$ cat config.mk
export PLATFORM = sky130hd
export DESIGN_NAME = fixed_divider_top
export DESIGN_NICKNAME = d
export VERILOG_FILES = /design/src/hw/fixed_div_pkg.sv /design/src/hw/div_operand_if.sv /design/src/hw/div_result_if.sv /design/src/hw/div_result_stage.sv /design/src/hw/fixed_divider_top.sv /design/src/hw/long_division_core.sv /design/src/hw/operand_fifo.sv
export SDC_FILE = /design/constraint.sdc
export NUM_CORES = 1
export LEC_CHECK = 0
export BUFFER_PORTS_ARGS = -buffer_cell sky130_fd_sc_hd__buf_2
export CAP_MARGIN = 20
export CORE_ASPECT_RATIO = 1.2
export CORE_UTILIZATION = 30
export DETAILED_ROUTE_END_ITERATION = 8
export PLACE_DENSITY_LB_ADDON = 0.15
export SLEW_MARGIN = 20
export SYNTH_ARGS = -nofsm -noshare
export SYNTH_HDL_FRONTEND = slang
export SYNTH_SLANG_ARGS = --single-unit
$ cat constraint.sdc
create_clock -name clk -period 5.9 [get_ports clk]
set_clock_uncertainty 0.05 [all_clocks]
set_input_delay 0.295 -clock clk [delete_from_list [all_inputs] [get_ports clk]]
set_output_delay 0.295 -clock clk [all_outputs]
set_load 0.01 [all_outputs]
$ cat src/hw/fixed_div_pkg.sv
/*
  Shared definitions for the signed fixed-point divider
  - default operand width and number of fractional quotient bits
  - vector types for operands, results and the overflow counter
  - state encoding of the iterative division core
*/

package fixed_div_pkg;

  ////////////////////
  // Widths
  ////////////////////

  // Operand and result width in bits, sign included
  localparam int N_BITS_DEF = 16;

  // Quotient is scaled by 2^Q_BITS_DEF
  localparam int Q_BITS_DEF = 8;

  ////////////////////
  // Types
  ////////////////////

  // Two's-complement operand, quotient or remainder
  typedef logic signed [N_BITS_DEF-1:0] fix_t;

  // Number of results that were saturated, sticks at its maximum
  typedef logic [15:0] ovf_cnt_t;

  // Core is either waiting for a pair or iterating over quotient bits
  typedef enum logic {
    core_idle,
    core_run
  } core_state_e;

endpackage

$ cat src/hw/div_operand_if.sv
/*
  Operand handshake between the queue and the division core
  - valid/ready strobes and one dividend/divisor pair
  - src modport for the queue, dst modport for the core
*/

`timescale 1ns/1ns

interface div_operand_if #(
  parameter int N_BITS = 16
);

  // Pair moves on an edge where valid and ready are both high
  logic                     valid;
  logic                     ready;
  logic signed [N_BITS-1:0] dividend;
  logic signed [N_BITS-1:0] divisor;

  // Queue side holds valid and data steady until accepted
  modport src (output valid, output dividend, output divisor, input ready);

  // Core side raises ready while it is idle
  modport dst (input valid, input dividend, input divisor, output ready);

endinterface

$ cat src/hw/div_result_if.sv
/*
  Raw result path from the division core to the result stage
  - one-cycle valid pulse, quotient, remainder and overflow flag
  - no ready, the result stage always takes the data
*/

`timescale 1ns/1ns

interface div_result_if #(
  parameter int N_BITS = 16
);

  // Data is only meaningful in the cycle where valid is high
  logic                     valid;
  logic signed [N_BITS-1:0] quotient;
  logic signed [N_BITS-1:0] remainder;
  logic                     overflow;

  modport src (output valid, output quotient, output remainder, output overflow);

  modport dst (input valid, input quotient, input remainder, input overflow);

endinterface

$ cat src/hw/div_result_stage.sv
/*
  Result stage after the division core
  - clamps overflowed quotients to the largest value of the right sign
  - output register with a one-cycle valid pulse
  - saturating count of overflowed results
*/

`timescale 1ns/1ns

module div_result_stage import fixed_div_pkg::*; #(
  parameter int N_BITS = 16
) (
  input  logic       clk,
  input  logic       rst_n,
  div_result_if.dst  res,
  output logic       out_valid,
  output fix_t       out_quotient,
  output fix_t       out_remainder,
  output logic       out_saturated,
  output ovf_cnt_t   overflow_count
);

  // Largest positive quotient, 0111...1
  localparam logic signed [N_BITS-1:0] Q_MAX = {1'b0, {(N_BITS-1){1'b1}}};

  logic signed [N_BITS-1:0] sat_quo;

  // Core leaves the raw quotient negative on overflow when the signs differ
  assign sat_quo = res.quotient[N_BITS-1] ? -Q_MAX : Q_MAX;

  ////////////////////
  // Output register
  ////////////////////

  always_ff @(posedge clk or negedge rst_n) begin
    if (!rst_n) begin
      out_valid <= 1'b0;
    end else begin
      out_valid <= res.valid;
    end
  end

  always_ff @(posedge clk) begin
    if (res.valid) begin
      out_saturated <= res.overflow;
      // A clamped quotient has no meaningful remainder
      out_quotient  <= res.overflow ? sat_quo : res.quotient;
      out_remainder <= res.overflow ? '0 : res.remainder;
    end
  end

  ////////////////////
  // Overflow counter
  ////////////////////

  always_ff @(posedge clk or negedge rst_n) begin
    if (!rst_n) begin
      overflow_count <= '0;
    end else if (res.valid && res.overflow && (overflow_count != '1)) begin
      // Count sticks at all ones instead of wrapping
      overflow_count <= overflow_count + 1'b1;
    end
  end

endmodule

$ cat src/hw/fixed_divider_top.sv
/*
  Signed fixed-point divider subsystem
  - operand queue with valid/ready input
  - iterative division core
  - saturating result stage with overflow counter
*/

`timescale 1ns/1ns

module fixed_divider_top import fixed_div_pkg::*; #(
  parameter int N_BITS     = N_BITS_DEF,
  parameter int Q_BITS     = Q_BITS_DEF,
  parameter int FIFO_DEPTH = 4
) (
  input  logic     clk,
  input  logic     rst_n,
  input  logic     in_valid,
  output logic     in_ready,
  input  fix_t     in_dividend,
  input  fix_t     in_divisor,
  output logic     out_valid,
  output fix_t     out_quotient,
  output fix_t     out_remainder,
  output logic     out_saturated,
  output ovf_cnt_t overflow_count
);

  // Queue to core, and core to result stage
  div_operand_if #(.N_BITS(N_BITS)) op_if ();
  div_result_if  #(.N_BITS(N_BITS)) res_if ();

  operand_fifo #(
    .N_BITS     (N_BITS),
    .FIFO_DEPTH (FIFO_DEPTH)
  ) u_fifo (
    .clk         (clk),
    .rst_n       (rst_n),
    .wr_valid    (in_valid),
    .wr_ready    (in_ready),
    .wr_dividend (in_dividend),
    .wr_divisor  (in_divisor),
    .rd          (op_if.src)
  );

  // One division in flight, the rest wait in the queue
  long_division_core #(
    .N_BITS (N_BITS),
    .Q_BITS (Q_BITS)
  ) u_core (
    .clk   (clk),
    .rst_n (rst_n),
    .ing   (op_if.dst),
    .egr   (res_if.src)
  );

  div_result_stage #(
    .N_BITS (N_BITS)
  ) u_result (
    .clk            (clk),
    .rst_n          (rst_n),
    .res            (res_if.dst),
    .out_valid      (out_valid),
    .out_quotient   (out_quotient),
    .out_remainder  (out_remainder),
    .out_saturated  (out_saturated),
    .overflow_count (overflow_count)
  );

endmodule

$ cat src/hw/long_division_core.sv
/*
  Iterative sign-magnitude restoring divider
  - one quotient bit per clock, N_BITS+Q_BITS iterations per pair
  - quotient scaled by 2^Q_BITS, remainder of the scaled division
  - overflow flag for quotients that do not fit, division by zero included
*/

`timescale 1ns/1ns

module long_division_core import fixed_div_pkg::*; #(
  parameter int N_BITS = 16,
  parameter int Q_BITS = 8
) (
  input  logic          clk,
  input  logic          rst_n,
  div_operand_if.dst    ing,
  div_result_if.src     egr
);

  // Number of iterations and width of the scaled dividend
  localparam int W     = N_BITS + Q_BITS;
  localparam int DVS_W = N_BITS + W - 1;
  localparam int CNT_W = $clog2(W);

  core_state_e state_q;

  // Partial remainder, shifted divisor and quotient magnitude
  logic [W-1:0]     rem_q;
  logic [DVS_W-1:0] dvs_q;
  logic [W-1:0]     quo_q;
  logic [CNT_W-1:0] cnt_q;
  logic             sign_q;

  // Registered result presented on the egress interface
  logic                     res_valid_q;
  logic signed [N_BITS-1:0] res_quo_q;
  logic signed [N_BITS-1:0] res_rem_q;
  logic                     res_ovf_q;

  logic              accept;
  logic [N_BITS-1:0] dvd_mag;
  logic [N_BITS-1:0] dvs_mag;
  logic              fits;
  logic [W-1:0]      rem_next;
  logic [W-1:0]      quo_next;
  logic              ovf_next;

  assign ing.ready = (state_q == core_idle);
  assign accept    = ing.valid && ing.ready;

  // Magnitudes of the operands, the most negative value is not supported
  assign dvd_mag = ing.dividend[N_BITS-1] ? -ing.dividend : ing.dividend;
  assign dvs_mag = ing.divisor[N_BITS-1] ? -ing.divisor : ing.divisor;

  ////////////////////
  // One iteration
  ////////////////////

  // Compare-subtract against the current divisor position
  assign fits     = ({{(N_BITS-1){1'b0}}, rem_q} >= dvs_q);
  assign rem_next = fits ? rem_q - dvs_q[W-1:0] : rem_q;
  assign quo_next = {quo_q[W-2:0], fits};

  // Magnitude of 2^(N_BITS-1) or more cannot be shown as a signed result
  assign ovf_next = |quo_next[W-1:N_BITS-1];

  always_ff @(posedge clk or negedge rst_n) begin
    if (!rst_n) begin
      state_q     <= core_idle;
      cnt_q       <= '0;
      res_valid_q <= 1'b0;
    end else begin
      res_valid_q <= 1'b0;
      if (accept) begin
        state_q <= core_run;
        cnt_q   <= CNT_W'(W - 1);
      end else if (state_q == core_run) begin
        cnt_q <= cnt_q - 1'b1;
        // Last iteration edge, ready returns together with the result
        if (cnt_q == '0) begin
          state_q     <= core_idle;
          res_valid_q <= 1'b1;
        end
      end
    end
  end

  // Datapath registers carry no reset
  always_ff @(posedge clk) begin
    if (accept) begin
      // Dividend sits above Q_BITS zero fraction bits
      rem_q  <= {dvd_mag, {Q_BITS{1'b0}}};
      // Divisor is left-aligned to the top of the scaled dividend
      dvs_q  <= {dvs_mag, {(W-1){1'b0}}};
      quo_q  <= '0;
      sign_q <= ing.dividend[N_BITS-1] ^ ing.divisor[N_BITS-1];
    end else if (state_q == core_run) begin
      rem_q <= rem_next;
      dvs_q <= dvs_q >> 1;
      quo_q <= quo_next;
      if (cnt_q == '0) begin
        res_ovf_q <= ovf_next;
        res_rem_q <= sign_q ? -rem_next[N_BITS-1:0] : rem_next[N_BITS-1:0];
        // On overflow only the sign matters, the top bit carries it
        if (ovf_next) begin
          res_quo_q <= {sign_q, {(N_BITS-1){~sign_q}}};
        end else begin
          res_quo_q <= sign_q ? -quo_next[N_BITS-1:0] : quo_next[N_BITS-1:0];
        end
      end
    end
  end

  assign egr.valid     = res_valid_q;
  assign egr.quotient  = res_quo_q;
  assign egr.remainder = res_rem_q;
  assign egr.overflow  = res_ovf_q;

endmodule

$ cat src/hw/operand_fifo.sv
/*
  First-word-fall-through queue of operand pairs
  - circular buffer with read and write pointers
  - occupancy count for the full and empty flags
  - head pair is shown on the operand interface while not empty
*/

`timescale 1ns/1ns

module operand_fifo import fixed_div_pkg::*; #(
  parameter int N_BITS     = 16,
  parameter int FIFO_DEPTH = 4
) (
  input  logic          clk,
  input  logic          rst_n,
  input  logic          wr_valid,
  output logic          wr_ready,
  input  fix_t          wr_dividend,
  input  fix_t          wr_divisor,
  div_operand_if.src    rd
);

  localparam int PTR_W = (FIFO_DEPTH > 1) ? $clog2(FIFO_DEPTH) : 1;
  localparam int CNT_W = $clog2(FIFO_DEPTH + 1);

  // Storage for the two halves of each pair
  logic signed [N_BITS-1:0] dvd_mem [FIFO_DEPTH];
  logic signed [N_BITS-1:0] dvs_mem [FIFO_DEPTH];

  logic [PTR_W-1:0] wr_ptr;
  logic [PTR_W-1:0] rd_ptr;
  logic [CNT_W-1:0] count;

  logic push;
  logic pop;

  // Producer stalls only when every slot is taken
  assign wr_ready = (count != CNT_W'(FIFO_DEPTH));
  assign push     = wr_valid && wr_ready;
  assign pop      = rd.valid && rd.ready;

  // The head entry falls through to the core without an extra cycle
  assign rd.valid    = (count != '0);
  assign rd.dividend = dvd_mem[rd_ptr];
  assign rd.divisor  = dvs_mem[rd_ptr];

  ////////////////////
  // Storage
  ////////////////////

  always_ff @(posedge clk) begin
    if (push) begin
      dvd_mem[wr_ptr] <= wr_dividend;
      dvs_mem[wr_ptr] <= wr_divisor;
    end
  end

  ////////////////////
  // Pointers and count
  ////////////////////

  always_ff @(posedge clk or negedge rst_n) begin
    if (!rst_n) begin
      wr_ptr <= '0;
      rd_ptr <= '0;
      count  <= '0;
    end else begin
      // Pointers wrap explicitly so that any depth works
      if (push) begin
        wr_ptr <= (wr_ptr == PTR_W'(FIFO_DEPTH - 1)) ? '0 : wr_ptr + 1'b1;
      end
      if (pop) begin
        rd_ptr <= (rd_ptr == PTR_W'(FIFO_DEPTH - 1)) ? '0 : rd_ptr + 1'b1;
      end
      // Simultaneous push and pop leaves the occupancy unchanged
      if (push && !pop) begin
        count <= count + 1'b1;
      end else if (pop && !push) begin
        count <= count - 1'b1;
      end
    end
  end

endmodule

# After elaboration in Yosys (flattened, before gate mapping)
# Memories as Yosys holds them, arrays and structs flattened.
# Cells that the tools add are included.
# word_totals
mem_bits_rw	128
regBits	184
word_cells	85
out_inout_bits	51
inputBits	35
mem_count	2
# classes
muxes	26
n_bitwise	4
n_eq_ne	4
reduce_logical	16
n_lt_le_gt_ge	1
add_sub_neg	11
# memory_table
memory	words	word_bits	rd	rd_ports_with_merged_regs	write_ports	line	rtl
u_fifo.dvd_mem	4	16	1	0	1	operand_fifo.sv:27	logic signed [N_BITS-1:0] dvd_mem [FIFO_DEPTH];
u_fifo.dvs_mem	4	16	1	0	1	operand_fifo.sv:28	logic signed [N_BITS-1:0] dvs_mem [FIFO_DEPTH];
# ops
cell	count
2-to-1 mux 16 bit	7
2-to-1 mux 39 bit	2
2-to-1 mux 24 bit	3
negation 16 bit	4
greater-or-equal comparator 24 x 39 -> 1 bit	1
subtractor 24 bit	1
adder 16 x 1 -> 16 bit (second input constant)	1
!= test 16 bit (second input constant)	1
2-to-1 mux 5 bit	2
OR reduction 9 bit	1
2-to-1 mux 1 bit	8
logical AND 1 bit	6
2-to-1 mux 3 bit	2
nonzero test 2 bit	3
logical NOT 5 bit	1
subtractor 5 x 1 -> 5 bit (second input constant)	1
adder 2 x 1 -> 2 bit (second input constant)	2
equality test 2 bit (second input constant)	2
2-to-1 mux 2 bit	2
adder 3 x 1 -> 3 bit (second input constant)	1
!= test 3 bit (second input constant)	1
inverter 1 bit	3
AND reduction 3 bit	1
nonzero test 3 bit	1
other kinds (4)	5

# Longest topological paths before layout
# logic_depth
ltp_word	6
ltp_mapped	21
ltp_nobuf	18

# By module
# A second synthesis with hierarchy kept.
# hier_totals
hier_cells	1217
area_unflattened_um2	14756.7
# by_module_without_submodules
module	instances	area_per_inst_um2	cells_each	seq_area_each_um2
long_division_core	1	7523.5	849	3238.1
operand_fifo	1	5106.1	205	4018.9
div_result_stage	1	2127.0	163	1416.4

# Least setup slack after synthesis
# Ideal clock, no wire load.
# synth_path
path_kind	flip-flop to flip-flop
startpoint	register u_core.cnt_q[0]
endpoint	register u_core.res_ovf_q (netlist: u_core.egr.overflow), enable pin
period_less_slack_ns	4.693
n_path_buf	0
required_time_ns	5.329
t_arrival_ns	4.122
stages_incl_launch_ff	4
setup_time_ns	0.521
setup_slack_ns	1.207
cell_sequence	dfrtp_1 inv_1 ha_1 nor4b_1
# synth_between
elab_chain_cells	2
# synth_lines
element	line	rtl
from (decl)	long_division_core.sv:31	logic [CNT_W-1:0] cnt_q;
from (signal assigned)	long_division_core.sv:76	cnt_q <= CNT_W'(W - 1);
from (signal assigned)	long_division_core.sv:78	cnt_q <= cnt_q - 1'b1;
logical NOT 5 bit	long_division_core.sv:101	if (cnt_q == '0) begin
AND reduction 3 bit (no source line)	-	
to (signal assigned)	long_division_core.sv:102	res_ovf_q <= ovf_next;
to (decl)	long_division_core.sv:38	logic res_ovf_q;
# Every way passes these cells.
# A chain may end at the register's enable or synchronous reset.

# Worst setup path after layout
# layout_path
startpoint	register u_core.rem_q[8]
endpoint	register u_core.res_rem_q[12] (netlist: u_core.egr.remainder[12]), data pin
# layout_between
elab_chain_cells	4
elab_cells_between_ends	5
cone_classes	2 x add/sub; 1 x order compare; 2 x mux
# layout_lines
element	line	rtl
from (decl)	long_division_core.sv:28	logic [W-1:0] rem_q;
from (signal assigned)	long_division_core.sv:92	rem_q <= {dvd_mag, {Q_BITS{1'b0}}};
from (signal assigned)	long_division_core.sv:98	rem_q <= rem_next;
greater-or-equal comparator 24 x 39 -> 1 bit	long_division_core.sv:60	assign fits = ({{(N_BITS-1){1'b0}}, rem_q} >= dvs_q);
2-to-1 mux 24 bit	long_division_core.sv:61	assign rem_next = fits ? rem_q - dvs_q[W-1:0] : rem_q;
net u_core.rem_next[0]	long_division_core.sv:44	logic [W-1:0] rem_next;
negation 16 bit	long_division_core.sv:103	res_rem_q <= sign_q ? -rem_next[N_BITS-1:0] : rem_next[N_BITS-1:0];
2-to-1 mux 16 bit	long_division_core.sv:103	
to (signal assigned)	long_division_core.sv:103	
to (decl)	long_division_core.sv:37	logic signed [N_BITS-1:0] res_rem_q;
# The timed path passes the listed nets, and every way through them passes these cells. The select of a mux whose other input is x is not followed.

==> run metrics <==
status=completed; DIE AREA=roughly 0.049 mm2; ys async rst share=roughly a tenth; critical path endpoint category=flop; WP data arrival=about 4.6 ns; CP Max Fanout=8; # DRC=0; Initial Util=a little under a third; Tcrit/Tclk final=73.0%; FF-to-FF path depth=16; largest net degree at the start of global routing=50; register bit total from synthesis=roughly 310; final setup vio count=0; Area growth syn-to-layout=18.6%; Placer Congestion=roughly 0.88; total gr overflow=0; Seq/Total Area, Yosys=59.7%; max-cap check violation count=0; Hold Crit Class=input port to flop; CTS tree=built; Ant. Diodes=0; drt pass-1 iters=5; io pins=86; Worst Path Required=~6 ns; initial antenna violation count=0; starting DRC count in detailed routing=about 410; Worst Max-Slew Pin Slew=roughly 0.95 ns; net count after synthesis=between 1000 and 1500; Final ANT Viol Nets=0; clock root cell=clkbuf_16; peak supply drop=0.288 mV; NumNets Final=1376; routed len/inst=approximately 17 um; Worst Hold Endpoint=u_fifo.wr_ptr[0]$_DFFE_PN0P_; Tot GR Track Use=roughly 13%; vias in the first global route=about 9500; Yosys warning total=0; Hold Path Depth=3; Leak=between 0.006 and 0.007 uW; Vias/cell=between 4 and 5; count of clock tree sinks=between 300 and 400; Worst slew margin=between 30% and 40%; routed via count=slightly above 9000; Post-Syn Area per Cell=about 12 um2; Post-synth top flop=edfxtp_1; power density cells=between 500 and 600 mW/mm2; Placement Rows=slightly below 90; synthesized cell area=~0.015 mm2; Syn Inst Count=around 1200; Die X-Extent=~200 um; Routed WL=roughly 33 mm; crit path launch type=flop; Final Non-Filler Cells=slightly below 2000; dpl hpwl=about 22 mm; Post-synth EDFFs=roughly 230; max-slew violation total from the final report=0; total core area=0.0474 mm2; hold path startpoint=in_valid; # port buffers=85; origin of the critical flop-to-flop path=u_core.rem_q[8]$_DFFE_PP_; clk buf depth=3; share of post-route cells with drive strength above 1=between 10% and 20%; placed insts=1851; Total Neg Setup Slack=0 ns; clock slew at reported path FFs=around 0.060 ns; first-pass GRT wire length=roughly 52 mm; crit path kind=flop to flop; synth unique cells=a little under 80; setup bufs post-CTS=0; final hold vios=0; die height=243 um; clock latency at the later pin of the worst-skew pair=0.56 ns; highest clock rate=roughly 230 MHz; CTS buffer count=38; H-Tree Depth=2; worst flop-to-flop path endpoint=u_core.egr.remainder[12]$_DFFE_PP_; fin crit period=4.31 ns; RSZ-0062 raised after global routing=false; Reg2Reg Setup Slack=between 1.5 and 2 ns
==> cell usage in the layout (no fill, tap or decap), drive strengths merged, types with 24 or more instances in the layout <==
cell type,instances
edfxtp,227
nand2,113
buf,103
o21ai,85
inv,66
nor2,58
dfxtp,54
clkbuf,46
xor2,45
xnor2,43
a21oi,40
ha,37
o22ai,36
dlygate4sd3,33
mux4,31
dfrtp,31
nor3,24
==> where the power goes <==
part           internal (uW)  switching [uW]  total, uW  leakage, uW
registers               3030             309       3340      0.00298
logic                   1860            2790       4660      0.00286
clock network           1340             920       2260     0.000588
total                   6240            4020      10300      0.00643
==> registers in the layout, indices dropped and copies added, names as in the netlist <==
signal	count
u_core.cnt_q	5
u_core.dvs_q	39
u_core.egr.overflow	1
u_core.egr.quotient	16
u_core.egr.remainder	16
u_core.egr.valid	1
u_core.quo_q	23
u_core.rem_q	24
u_core.sign_q	1
u_core.state_q	1
u_fifo.count	3
u_fifo.dvd_mem	64
u_fifo.dvs_mem	64
u_fifo.rd_ptr	2
u_fifo.wr_ptr	2
u_result.out_quotient	16
u_result.out_remainder	16
u_result.out_saturated	1
u_result.out_valid	1
u_result.overflow_count	16
==> cells in the mapped netlist, drive strengths merged (18+ instances only) <==
cell type	count	area, um2
inv	66	248
o21ai	85	425
ha	37	463
nor2b	21	131
edfxtp	227	6820
xnor2	43	377
clkbuf	27	101
nand2	113	424
dfrtp	31	776
a21oi	40	208
dfxtp	54	1080
a22o	22	193
nor2	58	218
buf	18	100
nor3	24	130
o22ai	36	225
xor2	45	394
mux4	31	698
==> logic make-up after synthesis <==
family          after synthesis  share of synthesized area (%)
simple gates                320                           11.0
flops                       312                           59.7
compound gates              253                           11.5
buf+inv                     112                           3.12
xor+xnor                     88                           5.31
mux                          47                           5.96
fa+ha+maj                    39                           3.46
==> repair_timing <==
action	in CTS	in global routing
resized for setup	0	0
hold buffers	33	0
hold endpoints to repair	159	0
==> metrics by stage <==
step                      total power (uW)  hold slack (ns)  utilization, %  cell area [um2]  setup slack [ns]
after detailed placement              8050            0.351            33.1            15700              1.63
after global routing                 11000            0.270            36.4            17200              1.25
after floorplan                       6780          -0.0506               -            14500              1.21
after CTS                            10400            0.187            36.3            17200              1.63
final                                10300            0.215            36.4            17200              1.59
after global placement                8070            0.356            33.1            15700              1.76
==> routing by layer <==
layer	track usage [%]	vias up	routed length [um]
li1	-	4625	-
met4	5.79	0	1000
met1	16.9	4420	14900
met3	2.52	62	1270
met2	22.6	180	15700
met5	0	-	0
==> worst max-delay path, stage by stage (launching register included) <==
cell and delay (ns):
edfxtp_1 0.40, ha_1 0.39, a211oi_1 0.38, o31a_1 0.20, o211ai_1 0.12, o21a_1 0.26, o21ai_1 0.39, o21ai_0 0.18
inv_1 0.11, ha_1 0.23, nand2_1 0.06, nor4_1 0.20, o21ai_1 0.15, nor3b_1 0.16, a2111o_1 0.38, o31ai_2 0.27
xor2_1 0.09
==> layout make-up <==
class                      instances  area [um2]
clock buffer                      46        1000
clock inverter                    22         204
fill                            4638       30100
inverter                          67         251
multi-input combinational        747        5410
sequential                       312        8670
tap                              623         779
timing repair buffer             136         898
==> how the worst max path moves through the flow <==
stage          cells after the start                         from  slack, ns                                 end
2_1_floorplan                      3  u_core.cnt_q[0]$_DFFE_PN0P_       1.21       u_core.egr.overflow$_DFFE_PP_
5_1_grt                           16    u_core.rem_q[9]$_DFFE_PP_       1.25  u_core.egr.remainder[12]$_DFFE_PP_
3_5_place_dp                      16    u_core.rem_q[8]$_DFFE_PP_       1.63  u_core.egr.remainder[12]$_DFFE_PP_
6_report                          16    u_core.rem_q[8]$_DFFE_PP_       1.59  u_core.egr.remainder[12]$_DFFE_PP_
4_1_cts                           16    u_core.rem_q[8]$_DFFE_PP_       1.63  u_core.egr.remainder[12]$_DFFE_PP_
3_3_place_gp                      16    u_core.rem_q[8]$_DFFE_PP_       1.76  u_core.egr.remainder[12]$_DFFE_PP_
Note: power is estimated with default switching activity, not from simulation.
